File: src/hw/lsu_settings.svh
`ifndef LSU_SETTINGS_SVH
`define LSU_SETTINGS_SVH

// axi id width, ids roll over per burst
`define LSU_AXI_ID_W 4

// outstanding burst limit, one slot per id value
`define LSU_MAX_OUTST 16

// scratchpad geometry in 64-bit words
`define LSU_SPAD_DEPTH 256
`define LSU_SPAD_AW 8

// wishbone word address, msb selects the scratchpad window
`define LSU_WB_ADR_W 11

`endif

File: src/hw/lsu_pkg.sv
`default_nettype none
`include "lsu_settings.svh"

package lsu_pkg;

    // one load as programmed by the host
    typedef struct packed {
        logic [31:0]               dram_addr;
        logic [31:0]               stride;
        logic [`LSU_SPAD_AW-1:0]   sram_addr;
        logic [7:0]                len;
        logic [7:0]                count;
    } ld_req_t;

    typedef struct packed {
        logic                      en;
        logic [`LSU_SPAD_AW-1:0]   addr;
        logic [63:0]               data;
    } spad_wr_t;

    typedef enum logic [1:0] {
        RESP_OKAY   = 2'b00,
        RESP_EXOKAY = 2'b01,
        RESP_SLVERR = 2'b10,
        RESP_DECERR = 2'b11
    } axi_resp_e;

    // word offsets in the register space
    typedef enum logic [3:0] {
        REG_CTRL      = 4'd0,
        REG_STATUS    = 4'd1,
        REG_DRAM_BASE = 4'd2,
        REG_STRIDE    = 4'd3,
        REG_SRAM_BASE = 4'd4,
        REG_BURST_CFG = 4'd5
    } csr_reg_e;

    typedef enum logic [1:0] {
        LD_IDLE,
        LD_ISSUE,
        LD_DRAIN
    } ld_state_e;

endpackage

`default_nettype wire

File: src/hw/lsu_csr.sv
`timescale 1ns/1ps
`default_nettype none
`include "lsu_settings.svh"

module lsu_csr (
    input  logic                       clk,
    input  logic                       rst_n,
    input  logic                       wb_cyc,
    input  logic                       wb_stb,
    input  logic                       wb_we,
    input  logic [`LSU_WB_ADR_W-1:0]   wb_adr,
    input  logic [31:0]                wb_dat_w,
    output logic [31:0]                wb_dat_r,
    output logic                       wb_ack,
    output lsu_pkg::ld_req_t           ld_req,
    output logic                       req_valid,
    input  logic                       req_ready,
    input  logic                       ld_done,
    input  logic                       ld_err,
    output logic                       spad_rd_en,
    output logic [`LSU_SPAD_AW-1:0]    spad_rd_addr,
    input  logic [63:0]                spad_rd_data
);

    localparam int AW  = `LSU_SPAD_AW;
    localparam int WIN = `LSU_WB_ADR_W - 1;

    lsu_pkg::ld_req_t   cfg_q;
    lsu_pkg::csr_reg_e  reg_off;
    logic               acc;
    logic               reg_hit;
    logic               start;
    logic               busy;
    logic               done_q;
    logic               err_q;
    logic               win_q;
    logic               half_q;
    logic [31:0]        reg_rdata;
    logic [31:0]        rdata_q;

    // new access only while no ack is pending
    assign acc     = wb_cyc & wb_stb & ~wb_ack;
    assign reg_off = lsu_pkg::csr_reg_e'(wb_adr[3:0]);
    assign reg_hit = ~wb_adr[WIN] & (wb_adr[WIN-1:4] == '0);
    assign start   = acc & wb_we & reg_hit & (reg_off == lsu_pkg::REG_CTRL)
                     & wb_dat_w[0] & ~busy;

    // window word 2k/2k+1 -> scratchpad word k
    assign spad_rd_en   = acc & wb_adr[WIN] & ~wb_we;
    assign spad_rd_addr = wb_adr[AW:1];

    assign ld_req = cfg_q;

    always_comb begin
        case (reg_off)
            lsu_pkg::REG_STATUS:    reg_rdata = {29'd0, err_q, done_q, busy};
            lsu_pkg::REG_DRAM_BASE: reg_rdata = cfg_q.dram_addr;
            lsu_pkg::REG_STRIDE:    reg_rdata = cfg_q.stride;
            lsu_pkg::REG_SRAM_BASE: reg_rdata = 32'(cfg_q.sram_addr);
            lsu_pkg::REG_BURST_CFG: reg_rdata = {16'd0, cfg_q.count, cfg_q.len};
            default:                reg_rdata = '0;
        endcase
    end

    always_ff @(posedge clk) begin
        if (!rst_n) begin
            cfg_q     <= '0;
            wb_ack    <= 1'b0;
            win_q     <= 1'b0;
            req_valid <= 1'b0;
            busy      <= 1'b0;
            done_q    <= 1'b0;
            err_q     <= 1'b0;
        end else begin
            wb_ack    <= acc;
            win_q     <= acc & wb_adr[WIN];
            req_valid <= start;
            if (acc && wb_we && reg_hit) begin
                case (reg_off)
                    lsu_pkg::REG_DRAM_BASE: cfg_q.dram_addr <= wb_dat_w;
                    lsu_pkg::REG_STRIDE:    cfg_q.stride    <= wb_dat_w;
                    lsu_pkg::REG_SRAM_BASE: cfg_q.sram_addr <= wb_dat_w[AW-1:0];
                    lsu_pkg::REG_BURST_CFG: begin
                        cfg_q.len   <= wb_dat_w[7:0];
                        cfg_q.count <= wb_dat_w[15:8];
                    end
                    default: ;
                endcase
            end
            // sticky status, cleared by the next start
            if (start) begin
                busy   <= 1'b1;
                done_q <= 1'b0;
                err_q  <= 1'b0;
            end else if (busy && ld_done) begin
                busy   <= 1'b0;
                done_q <= 1'b1;
                err_q  <= ld_err;
            end
        end
    end

    always_ff @(posedge clk) begin
        if (acc) begin
            rdata_q <= reg_hit ? reg_rdata : '0;
            half_q  <= wb_adr[0];
        end
    end

    // scratchpad data lands in the ack cycle
    assign wb_dat_r = win_q ? (half_q ? spad_rd_data[63:32] : spad_rd_data[31:0]) : rdata_q;

    req_only_when_ready: assert property (@(posedge clk) disable iff (!rst_n)
        req_valid |-> req_ready)
        else $error("load request issued while read interface busy");

endmodule

`default_nettype wire

File: config.mk
export PLATFORM = sky130hd
export DESIGN_NAME = lsu_csr
export DESIGN_NICKNAME = d
export VERILOG_FILES = /design/src/hw/lsu_pkg.sv /design/src/hw/lsu_csr.sv
export VERILOG_INCLUDE_DIRS = /design/src /design/src/hw
export SDC_FILE = /design/constraint.sdc
export NUM_CORES = 1
export LEC_CHECK = 0
export BUFFER_PORTS_ARGS = -buffer_cell sky130_fd_sc_hd__buf_2
export CAP_MARGIN = 5
export CORE_MARGIN = 2
export CORE_UTILIZATION = 51
export DETAILED_ROUTE_END_ITERATION = 7
export PLACE_DENSITY_LB_ADDON = 0.05
export SETUP_SLACK_MARGIN = 0.5
export SLEW_MARGIN = 0
export SYNTH_ARGS = -nofsm -noshare
export SYNTH_HDL_FRONTEND = slang
export SYNTH_SLANG_ARGS = --single-unit
File: constraint.sdc
create_clock -name clk -period 3.6 [get_ports clk]
set_input_delay 0.72 -clock clk [delete_from_list [all_inputs] [get_ports clk]]
set_output_delay 0.72 -clock clk [all_outputs]
set_load 0.05 [all_outputs]
==> results of run 1 <==
metrics by stage:
stage / hold WS (ps) / worst slack (ps)
finish: 468.2 / 725.6
global route: 462.6 / 551.3
CTS: 445.1 / 703.4
detailed placement: 462.8 / 737.0
global placement: 451.6 / 799.8
floorplan: 436.4 / 729.3
layer usage:
metal  up-vias  global-route usage  share of wire
met4         0             0.06777          0.011
li1       2638                   -              -
met3        12             0.07233          0.092
met2       249              0.4686           0.48
met1      2490              0.3749           0.42
met5         -                   0              0
how the worst max path moves through the flow:
stage / from / endpoint / slack, ps / depth (start not counted)
floorplan: wb_stb / spad_rd_en / 730 / 4
detailed placement: wb_adr[6] / rdata_q[0] / 740 / 5
CTS: win_q / wb_dat_r[19] / 700 / 4
global placement: wb_adr[6] / rdata_q[8] / 800 / 5
finish: win_q / wb_dat_r[22] / 730 / 4
global route: win_q / wb_dat_r[22] / 550 / 4
logic make-up after synthesis:
kind of cell / synth area share
buffers and inverters: 0.05194
and+or+nand+nor: 0.1887
muxes: 0.05806
AOI/OAI and AO/OA: 0.1805
DFF: 0.5208
flip-flops by register name (all words and copies together), names as in the netlist:
signal / count
ld_req: 88
rdata_q: 32
busy: 1
done_q: 1
err_q: 1
half_q: 1
req_valid: 1
wb_ack: 1
win_q: 1
power breakdown:
group          switching, mW  leakage (nW)  internal (mW)
clock                  0.585         0.279           1.02
sequential            0.0119          1.07           1.48
combinational          0.210          1.85          0.100
total                  0.807          3.20           2.59
worst max-delay path, stage by stage (launching register included):
cell and delay [ps]:
dfxtp_2 840, buf_4 310, nor2_1 70, a21oi_1 120
buf_2 280
placed cells by master (no fill, tap or decap), types with 2 or more instances in the layout:
master | synthesis | routed
a31oi_1 | 3 | 3
clkbuf_16 | 0 | 17
nor4bb_4 | 0 | 2
nand2_1 | 54 | 54
o21ai_0 | 82 | 82
dfxtp_1 | 94 | 93
a21oi_1 | 47 | 47
buf_4 | 8 | 12
nand4_1 | 3 | 3
mux2i_1 | 32 | 32
clkinv_2 | 0 | 7
a22oi_1 | 30 | 30
nor4b_4 | 2 | 2
nor2_1 | 51 | 51
nand3_1 | 89 | 89
edfxtp_1 | 33 | 33
nor3_1 | 2 | 2
and2_1 | 2 | 2
clkinvlp_4 | 0 | 2
o21ai_1 | 6 | 6
buf_2 | 3 | 243
nor4b_1 | 2 | 2
buf_12 | 0 | 2
a222oi_1 | 5 | 5
bufinv_16 | 0 | 2
clkbuf_1 | 43 | 2
area by class of cell:
type                       instances  area, um^2
fill                             859        3074
sequential                       127        2874
multi-input combinational        422        2389
timing repair buffer             257        1346
clock buffer                      20       446.7
tap                              136       170.2
clock inverter                    12       116.4
==> flow_summary.ini, run 1 <==
[status]
status = finished, final reports clean

[setup_path]
crit_arrival_ps = 2150
path_class = reg2out
r2r_end = ld_req[36]
cp-start-kind = flip-flop
path_max_fanout = 50
rr_startpoint = wb_ack
worstRegToRegCells = 5
required_ps = 2880
endpoint_kind = output port
r2r_setup_slack_ps = 1690

[cells_and_area]
final_util = 0.7049
antenna_cells = 0
area_growth_pct = 33.09
final_nets = 940
drive_gt1_frac = 0.3532
final_cells = 974
fin_area_um2 = 7342

[die]
pin_count = 246
die_w_um = 108.0
die-area_um2 = 11670
die_y_um = 108.0
start_util = 0.5296
placement_rows = 37
core_um2 = 10420

[logic_synthesis]
synth-edff-count = 33
synth_top_area_frac = 0.3411
ys_seq_area_frac = 0.5208
synth.distinct_cells = 33
syn-num-nets = 731
yosys.area.top_type = dfxtp_1
synthFlopType = dfxtp_1
synth-seq-cells = 127
syn_area_um2 = 5517
syn_avg_cell_area_um2 = 8.955
yosys-top-cells-area = dfxtp_1 34%, edfxtp_1 18%, nand3_1 8.1%
netlist_instances = 616
yosysMostFrequentCell = dfxtp_1
ys_warn_count = 0
asyncSetResetFlopFracSynth = 0
synth.top_cells.by_count = 94 x dfxtp_1, 89 x nand3_1, 82 x o21ai_0

[clocking]
insertion_delay_ps = 510
cts_tree = yes
clk_pin_slew_ps = 60
holdBufCountCts = 0
clk_path_buf_depth = 2
cts_resized = 0
cts_max_level = 4
cts_root_buf = clkbuf_8
cts_setup_buffers = 0
clock-sinks = 127
numCtsBuffers = 17

[worst_hold_path]
min_from = ld_req[87]
hold_path_depth = 2
worst_hold_path_type = reg2reg
min_to = ld_req[87]

[drt]
first_pass_iters = 6
viasPerCell = 5.533
drc = 0
drt_iter0_markers = 430
routed_wl_mm = 16.59
num_vias = 5389
avgRoutedWirePerCell_um = 17.03
ant_nets = 0

[timing]
final.min_clock_period_ps = 2874
fmax_ghz = 0.3479
rsz0062_at_grt = no
setup_violations = 0
fin_skew_ps = 5.439
final_max_slew_viol_count = 0
tightest_slew_ps = 1252
setup-tns-final_ps = 0
max_slew_margin = 0.1653
hold_viol = 0
period_share = 0.7984

[global_routing]
grt_first_pass_wirelength_mm = 25.28
grt_max_degree = 75
antenna_found_initial = 0
first_global_vias = 4893
gr-total-overflow = 0
grtUsageTotal = 0.2832

[place]
placed_cells = 942
port_buffers = 244
hpwl_mm = 11.63
gp_congestion = 0.9270
dpl_cell_area_um2 = 6779

[power]
power_density_nw_per_um2 = 463.1
power.leakage_nw = 3.198
irDropWorstVdd_mv = 0.3645
power_mw = 3.400

[job]
cap_violations = 0
No activity file was read; power rests on OpenSTA's default activity.
==> inputs of run 2 (changes only) <==
Settings changed: ABC_AREA from default to 1, CORE_UTILIZATION 51 to 49.
Clock period 3.6 ns to 2.9 ns, I/O delays scaled along.
==> run 2 against run 1 <==
- global-route usage down 2.1 points
- cell count up 38%
- combinational power up 18%
- worst hold slack worse by 59 ps
- first-iteration DRC count down 24%
- clock power up 28%
- area after synthesis up 13%
- via count up 17%
- power up 25%
- sequential power up 23%
- critical path depth up 1
- critical path type unchanged
- largest cell class unchanged
==> flow_summary.ini, run 2 <==
[drt]
num_vias = 6281
drc = 0
avgRoutedWirePerCell_um = 13.55
routed_wl_mm = 18.27
ant_nets = 0
drt_iter0_markers = 328
first_pass_iters = 7
viasPerCell = 4.659

[setup_path]
cp-start-kind = flip-flop
crit_arrival_ps = 1720
endpoint_kind = output port
path_class = reg2out
path_max_fanout = 19
required_ps = 2320
worstRegToRegCells = 8

[cells_and_area]
num-fill-cells = 1192
multi_input_area_um2 = 2735
final_common_cell = nand2_1
final_util = 0.6517
largest_reg_flops = 88
area_growth_pct = 30.45
ff_latch_area_um2 = 2877
layout_common_cells = 327 x nand2_1, 236 x buf_2, 232 x nor2_1, 100 x inv_1, 93 x dfxtp_1
drive_gt1_frac = 0.2570
final_nets = 1277

[power]
power_density_nw_per_um2 = 520.0
power_mw = 4.242
irDropWorstVdd_mv = 0.3386
power.leakage_nw = 4.321

[global_routing]
gr-total-overflow = 0
grt_first_pass_wirelength_mm = 27.51
grtUsageTotal = 0.2623
first_global_vias = 5412
grt_max_degree = 92
antenna_found_initial = 1

[place]
gp_congestion = 0.8205
hpwl_mm = 13.02
port_buffers = 244
place_ws_ps = 772.4

[logic_synthesis]
synth.top_cells.by_count = 327 x nand2_1, 232 x nor2_1, 101 x inv_1
yosys-top-cells-area = dfxtp_1 30%, nand2_1 20%, edfxtp_1 16%
yosysMostFrequentCell = nand2_1
syn_area_um2 = 6253
synth_top_area_frac = 0.3009
syn_avg_cell_area_um2 = 6.646
asyncSetResetFlopFracSynth = 0
synth-seq-cells = 127
ys_warn_count = 0
ys_seq_area_frac = 0.4594
synth-edff-count = 33
netlist_instances = 941
syn-num-nets = 1056
synth.distinct_cells = 22
yosys.area.top_type = dfxtp_1
synthFlopType = dfxtp_1

[clocking]
insertion_delay_ps = 410
clk_pin_slew_ps = 50
numCtsBuffers = 17
cts_tree = yes
clk_path_buf_depth = 2
clock-sinks = 127
holdBufCountCts = 0
cts_root_buf = clkbuf_16
cts_max_level = 4

[die]
die-area_um2 = 13680
start_util = 0.4996
die_w_um = 117.0
placement_rows = 41
pin_count = 246
die_y_um = 117.0
core_um2 = 12520

[timing]
hold_viol = 0
max_slew_margin = 0.5372
setup-tns-final_ps = 0
fmax_ghz = 0.4350
rsz0062_at_grt = no
fin_skew_ps = 7.928
setup_violations = 0
period_share = 0.7926
fin_ws_ps = 601.3
final.min_clock_period_ps = 2299
final_max_slew_viol_count = 0
tightest_slew_ps = 694.2

[worst_hold_path]
worst_hold_path_type = in2reg
hold_path_depth = 3

[status]
status = finished, final reports clean

[job]
cap_violations = 0
## run 2: changes by cell type after synthesis, sizes merged, moves of 4 or more
| cell | change |
|---|---|
| a21oi | -29 |
| a222oi | -5 |
| a22oi | -30 |
| a31oi | +37 |
| buf | +6 |
| clkbuf | -17 |
| inv | +102 |
| mux2i | -32 |
| nand2 | +274 |
| nand3 | -76 |
| nor2 | +188 |
| nor4b | -4 |
| o21ai | -74 |
## run 2: final cells by class
type,count,area share
Antenna cell,1,0.0003067
Clock buffer,25,0.05951
Clock inverter,7,0.01043
Inverter,102,0.04693
Multi-Input combinational cell,656,0.3353
Sequential cell,127,0.3526
Tap cell,172,0.02638
Timing Repair Buffer,258,0.1686
## run 2: cells by family after synthesis
logic type,Yosys count,synth area share
simple gates,583,0.3699
buf+inv,158,0.1032
flops,127,0.4594
compound gates,72,0.06563
mux,1,0.001801
## run 2: metrics by stage
stage	hold slack [ps]	instance area, um^2	cells
floorplan	452.4	6254	941
global placement	473.9	7559	1315
detailed placement	496.1	7559	1315
CTS	402.7	8132	1347
global route	409.2	8158	1348
finish	408.9	8158	1348
## run 2: critical path, cell delays in order (launching register included)
cell	delay, ps
edfxtp_1	400
inv_2	200
buf_6	210
nand2_1	70
a31oi_1	150
clkbuf_4	270
## run 2: path summary, 6_finish.rpt
check        slack, ps          from            to
max                600        half_q  wb_dat_r[28]
min reg2reg        510        done_q        done_q
min                410  wb_dat_w[20]    ld_req[76]
max reg2reg       1200        wb_ack    ld_req[28]
## run 2: what timing repair did
action,CTS,global route
endpoints found under the setup margin,19,17
buffers inserted,0,0
gates cloned,0,0
gates resized for setup,2,9
## run 2: per-layer routing
metal	vias up	routed length, um	track usage	part of all wire
li1	3294	-	-	-
met1	2727	8103	0.3455	0.44
met2	237	8250	0.4193	0.45
met3	23	1594	0.06591	0.087
met4	0	320	0.09804	0.018
met5	-	0	0	0
## run 2: power breakdown
part           internal (mW)  switching, mW
Combinational          0.112          0.254
Clock                   1.32          0.712
Sequential              1.83        0.00733
Total                   3.27          0.974
