[src/hw/lsu_settings.svh]
`ifndef LSU_SETTINGS_SVH
`define LSU_SETTINGS_SVH

// axi id width, ids roll over per burst
`define LSU_AXI_ID_W 4

// outstanding burst limit, one slot per id value
`define LSU_MAX_OUTST 16

// scratchpad geometry in 64-bit words
`define LSU_SPAD_DEPTH 256
`define LSU_SPAD_AW 8

// wishbone word address, msb selects the scratchpad window
`define LSU_WB_ADR_W 11

`endif

[src/hw/lsu_pkg.sv]
`default_nettype none
`include "lsu_settings.svh"

package lsu_pkg;

    // one load as programmed by the host
    typedef struct packed {
        logic [31:0]               dram_addr;
        logic [31:0]               stride;
        logic [`LSU_SPAD_AW-1:0]   sram_addr;
        logic [7:0]                len;
        logic [7:0]                count;
    } ld_req_t;

    typedef struct packed {
        logic                      en;
        logic [`LSU_SPAD_AW-1:0]   addr;
        logic [63:0]               data;
    } spad_wr_t;

    typedef enum logic [1:0] {
        RESP_OKAY   = 2'b00,
        RESP_EXOKAY = 2'b01,
        RESP_SLVERR = 2'b10,
        RESP_DECERR = 2'b11
    } axi_resp_e;

    // word offsets in the register space
    typedef enum logic [3:0] {
        REG_CTRL      = 4'd0,
        REG_STATUS    = 4'd1,
        REG_DRAM_BASE = 4'd2,
        REG_STRIDE    = 4'd3,
        REG_SRAM_BASE = 4'd4,
        REG_BURST_CFG = 4'd5
    } csr_reg_e;

    typedef enum logic [1:0] {
        LD_IDLE,
        LD_ISSUE,
        LD_DRAIN
    } ld_state_e;

endpackage

`default_nettype wire

[src/hw/axi_read_intf.sv]
`timescale 1ns/1ps
`default_nettype none
`include "lsu_settings.svh"

module axi_read_intf (
    input  logic                       clk,
    input  logic                       rst_n,
    input  lsu_pkg::ld_req_t           ld_req,
    input  logic                       req_valid,
    output logic                       req_ready,
    output logic [`LSU_AXI_ID_W-1:0]   arid,
    output logic [31:0]                araddr,
    output logic [7:0]                 arlen,
    output logic [2:0]                 arsize,
    output logic [1:0]                 arburst,
    output logic                       arvalid,
    input  logic                       arready,
    input  logic [`LSU_AXI_ID_W-1:0]   rid,
    input  logic [63:0]                rdata,
    input  logic [1:0]                 rresp,
    input  logic                       rlast,
    input  logic                       rvalid,
    output logic                       rready,
    output lsu_pkg::spad_wr_t          spad_wr,
    output logic                       ld_done,
    output logic                       ld_err
);

    localparam int IDW   = `LSU_AXI_ID_W;
    localparam int NSLOT = `LSU_MAX_OUTST;
    localparam int AW    = `LSU_SPAD_AW;

    lsu_pkg::ld_state_e  state;
    lsu_pkg::ld_req_t    req_q;
    logic [7:0]          issue_cnt;
    logic [7:0]          rlast_cnt;
    logic [AW-1:0]       base_nxt;
    logic [IDW-1:0]      arid_inc;
    logic                req_fire;
    logic                ar_fire;
    logic                r_fire;
    logic                last_ar;
    logic                last_r;
    logic                err_acc;
    logic                final_q;

    // per-id slot table
    logic [NSLOT-1:0]    slot_vld;
    logic [AW-1:0]       slot_base [NSLOT];
    logic [7:0]          slot_beat [NSLOT];

    logic                wr_en_q;
    logic [AW-1:0]       wr_addr_q;
    logic [63:0]         wr_data_q;

    assign req_ready = (state == lsu_pkg::LD_IDLE);
    assign req_fire  = req_valid & req_ready;
    assign ar_fire   = arvalid & arready;
    assign r_fire    = rvalid & rready;
    assign arid_inc  = arid + IDW'(1);
    assign last_ar   = (issue_cnt + 8'd1 == req_q.count);
    assign last_r    = r_fire & rlast & (rlast_cnt + 8'd1 == req_q.count);

    // incr bursts of 8-byte beats only
    assign arlen   = req_q.len;
    assign arsize  = 3'd3;
    assign arburst = 2'b01;
    assign rready  = 1'b1;

    always_ff @(posedge clk) begin
        if (!rst_n) begin
            state     <= lsu_pkg::LD_IDLE;
            arvalid   <= 1'b0;
            arid      <= '0;
            issue_cnt <= '0;
        end else begin
            case (state)
                lsu_pkg::LD_IDLE: begin
                    if (req_fire) begin
                        state     <= lsu_pkg::LD_ISSUE;
                        arvalid   <= 1'b1;
                        arid      <= '0;
                        issue_cnt <= '0;
                    end
                end
                lsu_pkg::LD_ISSUE: begin
                    if (ar_fire) begin
                        issue_cnt <= issue_cnt + 8'd1;
                        arid      <= arid_inc;
                        if (last_ar) begin
                            arvalid <= 1'b0;
                            state   <= lsu_pkg::LD_DRAIN;
                        end else begin
                            // next id busy means 16 bursts in flight
                            arvalid <= ~slot_vld[arid_inc];
                        end
                    end else if (!arvalid) begin
                        arvalid <= ~slot_vld[arid];
                    end
                end
                lsu_pkg::LD_DRAIN: begin
                    if (final_q) begin
                        state <= lsu_pkg::LD_IDLE;
                    end
                end
                default: state <= lsu_pkg::LD_IDLE;
            endcase
        end
    end

    // address and scratchpad base steppers
    always_ff @(posedge clk) begin
        if (req_fire) begin
            req_q    <= ld_req;
            araddr   <= ld_req.dram_addr;
            base_nxt <= ld_req.sram_addr;
        end else if (ar_fire) begin
            araddr   <= araddr + req_q.stride;
            base_nxt <= base_nxt + AW'(req_q.len) + AW'(1);
        end
    end

    always_ff @(posedge clk) begin
        if (!rst_n) begin
            slot_vld <= '0;
        end else begin
            if (r_fire && rlast) begin
                slot_vld[rid] <= 1'b0;
            end
            if (ar_fire) begin
                slot_vld[arid] <= 1'b1;
            end
        end
    end

    always_ff @(posedge clk) begin
        if (r_fire) begin
            slot_beat[rid] <= slot_beat[rid] + 8'd1;
        end
        if (ar_fire) begin
            slot_base[arid] <= base_nxt;
            slot_beat[arid] <= '0;
        end
    end

    always_ff @(posedge clk) begin
        if (!rst_n) begin
            wr_en_q   <= 1'b0;
            rlast_cnt <= '0;
            err_acc   <= 1'b0;
            final_q   <= 1'b0;
            ld_done   <= 1'b0;
            ld_err    <= 1'b0;
        end else begin
            wr_en_q <= r_fire;
            final_q <= last_r;
            // done trails the final scratchpad write by one cycle
            ld_done <= final_q;
            ld_err  <= final_q & err_acc;
            if (req_fire) begin
                rlast_cnt <= '0;
                err_acc   <= 1'b0;
            end else if (r_fire) begin
                if (rlast) begin
                    rlast_cnt <= rlast_cnt + 8'd1;
                end
                if (rresp != lsu_pkg::RESP_OKAY) begin
                    err_acc <= 1'b1;
                end
            end
        end
    end

    always_ff @(posedge clk) begin
        if (r_fire) begin
            wr_addr_q <= slot_base[rid] + AW'(slot_beat[rid]);
            wr_data_q <= rdata;
        end
    end

    assign spad_wr = '{en: wr_en_q, addr: wr_addr_q, data: wr_data_q};

    ar_stable: assert property (@(posedge clk) disable iff (!rst_n)
        arvalid && !arready |=> arvalid)
        else $error("arvalid dropped before arready");

    r_slot_live: assert property (@(posedge clk) disable iff (!rst_n)
        r_fire |-> slot_vld[rid])
        else $error("R beat for id %0h with no burst outstanding", rid);

endmodule

`default_nettype wire

[config.mk]
export PLATFORM = sky130hd
export DESIGN_NAME = axi_read_intf
export DESIGN_NICKNAME = d
export VERILOG_FILES = /design/src/hw/lsu_pkg.sv /design/src/hw/axi_read_intf.sv
export VERILOG_INCLUDE_DIRS = /design/src /design/src/hw
export SDC_FILE = /design/constraint.sdc
export NUM_CORES = 1
export LEC_CHECK = 0
export BUFFER_PORTS_ARGS = -buffer_cell sky130_fd_sc_hd__buf_2
export CAP_MARGIN = 40
export CORE_ASPECT_RATIO = 0.5
export CORE_MARGIN = 2
export CORE_UTILIZATION = 45
export CTS_BUF_LIST = sky130_fd_sc_hd__clkbuf_16
export DETAILED_ROUTE_END_ITERATION = 10
export HOLD_SLACK_MARGIN = 0.1
export PLACE_DENSITY_LB_ADDON = 0.15
export SYNTH_ARGS = -nofsm -noshare
export SYNTH_HDL_FRONTEND = slang
export SYNTH_SLANG_ARGS = --single-unit
[constraint.sdc]
create_clock -name clk -period 7.2 [get_ports clk]
set_input_delay 0.72 -clock clk [delete_from_list [all_inputs] [get_ports clk]]
set_output_delay 0.72 -clock clk [all_outputs]
set_load 0.01 [all_outputs]
==> out/metrics.json <==
{
  "power": {
    "p_clk_share_pct": 30.4,
    "seq_power_share_pct": 47.0,
    "comb_power_share_pct": 22.6,
    "power.total_mw": 7.42,
    "pint_mw": 5.27,
    "power.density_nw_per_um2": 310,
    "p_leak_nw": 9.05,
    "net-switching-power_mw": 2.15,
    "vdd_drop_max_mv": 0.206,
    "switching_share_pct": 28.9
  },
  "floorplanning": {
    "core_um2": 45100,
    "die_area_um2": 47500,
    "chipWidth_um": 306,
    "dieHeight_um": 155,
    "initial_core_util_pct": 45.5,
    "io_pins": 291,
    "placement_rows": 55
  },
  "logic_synthesis": {
    "average_instance_area_after_synthesis_um2": 13.1,
    "synth_sequential_area_ratio_pct": 58.8,
    "syn-cell-area_um2": 20600,
    "ys.warnings.count": 0,
    "synthCells": 1567,
    "synth_ff_type": "sky130_fd_sc_hd__edfxtp_1",
    "synth_seq_cells": 460,
    "synthArstFlopShare_pct": 0,
    "yosys.cell_types.count": 71,
    "number_of_enable_flip_flop_cells_after_synthesis": 288
  },
  "setup_path": {
    "worst_r2r_startpoint": "slot_beat[15][0]",
    "worst_setup_path_start_kind": "input pin",
    "register_to_register_setup_slack_ns": 3.78,
    "cp_data_arrival_time_ns": 4.37,
    "worstPathRequired_ns": 7.50,
    "critical_path_class": "in2reg",
    "worst_r2r_endpoint": "wr_addr_q[6]",
    "worst-path-max-fanout": 39,
    "setup_crit_end_kind": "flip-flop",
    "r2r_cells": 10
  },
  "timing": {
    "unrepaired_setup_endpoints_after_global_routing": "no",
    "layout_worst_path_cycle_share_pct": 56.5,
    "slew-limit-headroom_pct": 41.6,
    "hold_viol_final": 0,
    "fin_ws_ns": 3.13,
    "timing.fmax_mhz": 246,
    "slew_violations": 0,
    "min_period_ns": 4.07,
    "post_route_clock_skew_ns": 0.0163,
    "hold_ws_ns": 0.328,
    "finalSetupViolations": 0,
    "timing.setup.tns_ns": 0,
    "max_slew.worst_pin.slew_ns": 0.875
  },
  "final_layout": {
    "filler_cell_count": 3895,
    "utilization_after_layout_pct": 53.1,
    "area.growth.synth_to_final_pct": 16.7,
    "final_net_count": 2068,
    "proportion_of_layout_cells_with_a_drive_suffix_above_1_pct": 27.3
  },
  "placed_design": {
    "io_buffer_count": 284,
    "routabilityCongestion": 0.834,
    "pre_cts_ws_ns": 2.54,
    "post-dp-hpwl_mm": 33.8
  },
  "clock_tree": {
    "cts.clk_slew.worst_paths_ns": 0.06,
    "insertion_delay_of_the_later_clocked_pin_in_the_worst_skew_pair_ns": 0.57,
    "post_cts_repair_setup_buffers": 0,
    "tritoncts": "yes",
    "cts-root-to-sink-buffers": 3,
    "post_cts_resized": 0,
    "htree_levels": 2,
    "cts_inserted_buffers": 43,
    "cts_hold_buf": 0,
    "sink_count": 460,
    "cts-root-buf": "sky130_fd_sc_hd__clkbuf_16"
  },
  "global_routing": {
    "grt_pass1_wl_mm": 77.3,
    "via_count_of_the_first_global_routing_pass": 13361,
    "grt_antenna_before_repair": 6,
    "globalRouteTotalUtil_pct": 21.1,
    "maximum_number_of_pins_on_one_net_before_global_route_repair": 72,
    "globalRoute.totalOverflow": 0
  },
  "worst_hold_path": {
    "hold_depth": 1,
    "min_delay_path_class": "in2reg",
    "min_from": "rdata[30]",
    "worst_case_hold_path_end_point": "wr_data_q[30]"
  },
  "outcome": {
    "status": "complete, no violations"
  },
  "route": {
    "detailroute.via_count": 13546,
    "ant_nets": 0,
    "detailedRoute.firstPassIterationCount": 5,
    "viasPerCell": 5.45,
    "remaining_drc_errors": 0,
    "drt-wirelength-per-cell_um": 20.1,
    "drt-initial-drc-count": 954,
    "detail_route.wirelength_mm": 50.0
  },
  "run": {
    "max_cap_violations": 0
  }
}
-- per-stage QoR --
step | area (µm²) | cells
floorplan | 20600 | 1571
CTS | 24000 | 2482
finish | 24000 | 2486
global route | 24000 | 2486
global placement | 22400 | 2380
detailed placement | 22600 | 2402
-- cell families (layout without fill, tap and decap cells) --
logic type	count (synthesis)	in the layout	synth area share (%)
mux	99	99	10.1
xor+xnor	76	76	3.59
compound gates	355	355	12.1
flops	460	460	58.8
simple gates	410	410	8.92
buf+inv	110	423	3.02
fa+ha+maj	55	55	3.46
other cells	2	10	0.0365
-- synth_stat cells, types with 6 or more instances --
library cell / number / area [µm²]
sky130_fd_sc_hd__xnor2_1: 39 / 342
sky130_fd_sc_hd__buf_2: 11 / 55.1
sky130_fd_sc_hd__edfxtp_1: 288 / 8650
sky130_fd_sc_hd__mux2i_1: 15 / 150
sky130_fd_sc_hd__ha_1: 52 / 651
sky130_fd_sc_hd__o21a_1: 35 / 263
sky130_fd_sc_hd__a21boi_0: 7 / 52.6
sky130_fd_sc_hd__inv_1: 14 / 52.6
sky130_fd_sc_hd__a31oi_1: 11 / 68.8
sky130_fd_sc_hd__nand2_1: 92 / 345
sky130_fd_sc_hd__nor2b_1: 13 / 81.3
sky130_fd_sc_hd__a22oi_1: 12 / 90.1
sky130_fd_sc_hd__o21ai_0: 54 / 270
sky130_fd_sc_hd__o21bai_1: 6 / 45.0
sky130_fd_sc_hd__a211oi_2: 18 / 225
sky130_fd_sc_hd__and2_1: 11 / 68.8
sky130_fd_sc_hd__nand3_1: 21 / 105
sky130_fd_sc_hd__and3_1: 9 / 56.3
sky130_fd_sc_hd__dfxtp_1: 172 / 3440
sky130_fd_sc_hd__clkbuf_1: 46 / 173
sky130_fd_sc_hd__mux4_2: 71 / 1600
sky130_fd_sc_hd__nor3_1: 12 / 60.1
sky130_fd_sc_hd__nor2_1: 207 / 777
sky130_fd_sc_hd__a21o_1: 19 / 143
sky130_fd_sc_hd__buf_4: 24 / 180
sky130_fd_sc_hd__xor2_1: 32 / 280
sky130_fd_sc_hd__a211oi_1: 94 / 706
sky130_fd_sc_hd__nand2b_1: 10 / 62.6
sky130_fd_sc_hd__a21oi_1: 70 / 350
sky130_fd_sc_hd__mux4_1: 12 / 315
-- worst max-delay path by stage --
stage | slack [ns] | from | to
after floorplan | 2.84 | rid[0] | wr_addr_q[6]
after detailed placement | 2.54 | rid[0] | wr_addr_q[7]
after global routing | 2.89 | rid[0] | wr_addr_q[6]
after global placement | 2.54 | rid[0] | wr_addr_q[7]
final | 3.13 | rid[1] | wr_addr_q[6]
after CTS | 3.15 | rid[0] | wr_addr_q[7]
-- critical path, stage by stage --
cell	delay [ns]
sky130_fd_sc_hd__buf_2	0.61
sky130_fd_sc_hd__buf_4	0.60
sky130_fd_sc_hd__mux4_2	0.40
sky130_fd_sc_hd__mux4_2	0.51
sky130_fd_sc_hd__ha_1	0.28
sky130_fd_sc_hd__fa_1	0.41
sky130_fd_sc_hd__a21o_1	0.20
sky130_fd_sc_hd__a21oi_1	0.22
sky130_fd_sc_hd__o21bai_1	0.09
sky130_fd_sc_hd__a21oi_1	0.18
sky130_fd_sc_hd__xnor2_1	0.09
-- cell usage in the layout, fill, tap and decap left out, types with 19 or more instances in the layout --
| cell | instances |
|---|---|
| sky130_fd_sc_hd__edfxtp_1 | 288 |
| sky130_fd_sc_hd__buf_2 | 282 |
| sky130_fd_sc_hd__nor2_1 | 206 |
| sky130_fd_sc_hd__dfxtp_1 | 172 |
| sky130_fd_sc_hd__a211oi_1 | 94 |
| sky130_fd_sc_hd__nand2_1 | 90 |
| sky130_fd_sc_hd__mux4_2 | 71 |
| sky130_fd_sc_hd__a21oi_1 | 70 |
| sky130_fd_sc_hd__o21ai_0 | 54 |
| sky130_fd_sc_hd__ha_1 | 52 |
| sky130_fd_sc_hd__clkbuf_16 | 44 |
| sky130_fd_sc_hd__xnor2_1 | 39 |
| sky130_fd_sc_hd__buf_4 | 37 |
| sky130_fd_sc_hd__o21a_1 | 35 |
| sky130_fd_sc_hd__xor2_1 | 32 |
| sky130_fd_sc_hd__inv_1 | 24 |
| sky130_fd_sc_hd__nand3_1 | 21 |
| sky130_fd_sc_hd__a21o_1 | 19 |
-- per-layer routing --
metal	wire (µm)	up-vias	track usage [%]
met3	2860	95	3.94
met1	22200	6556	28.5
met2	23400	420	34.3
li1	-	6471	-
met4	1510	4	7.94
met5	27	-	0
-- sequential cells by signal, summed over array words and instances (netlist names), 2 cells and up --
signal	cells
state	2
arid	4
wr_data_q	64
base_nxt	8
wr_addr_q	8
arlen	8
rlast_cnt	8
slot_beat	128
slot_base	128
slot_vld	16
issue_cnt	8
araddr	32
req_q	40
-- final cells by class --
| type | count | area [µm²] | area share [%] |
|---|---|---|---|
| sequential | 460 | 12100 | 50.4 |
| multi-input combinational | 1001 | 7890 | 32.9 |
| timing repair buffer | 329 | 1810 | 7.56 |
| clock buffer | 44 | 1100 | 4.59 |
| tap | 598 | 748 | 3.12 |
| clock inverter | 36 | 279 | 1.16 |
| inverter | 14 | 53.8 | 0.224 |
| antenna | 4 | 10.0 | 0.0417 |
-- power by group through the flow --
stage / sequential (mW) / combinational (mW) / clock, mW
2_1_floorplan: 3.52 / 1.21 / 0
3_3_place_gp: 3.54 / 1.65 / 0
3_5_place_dp: 3.54 / 1.68 / 0
4_1_cts: 3.49 / 1.69 / 2.32
5_1_grt: 3.53 / 1.86 / 2.42
6_report: 3.49 / 1.68 / 2.26
No activity file was read; power rests on OpenSTA's default activity.
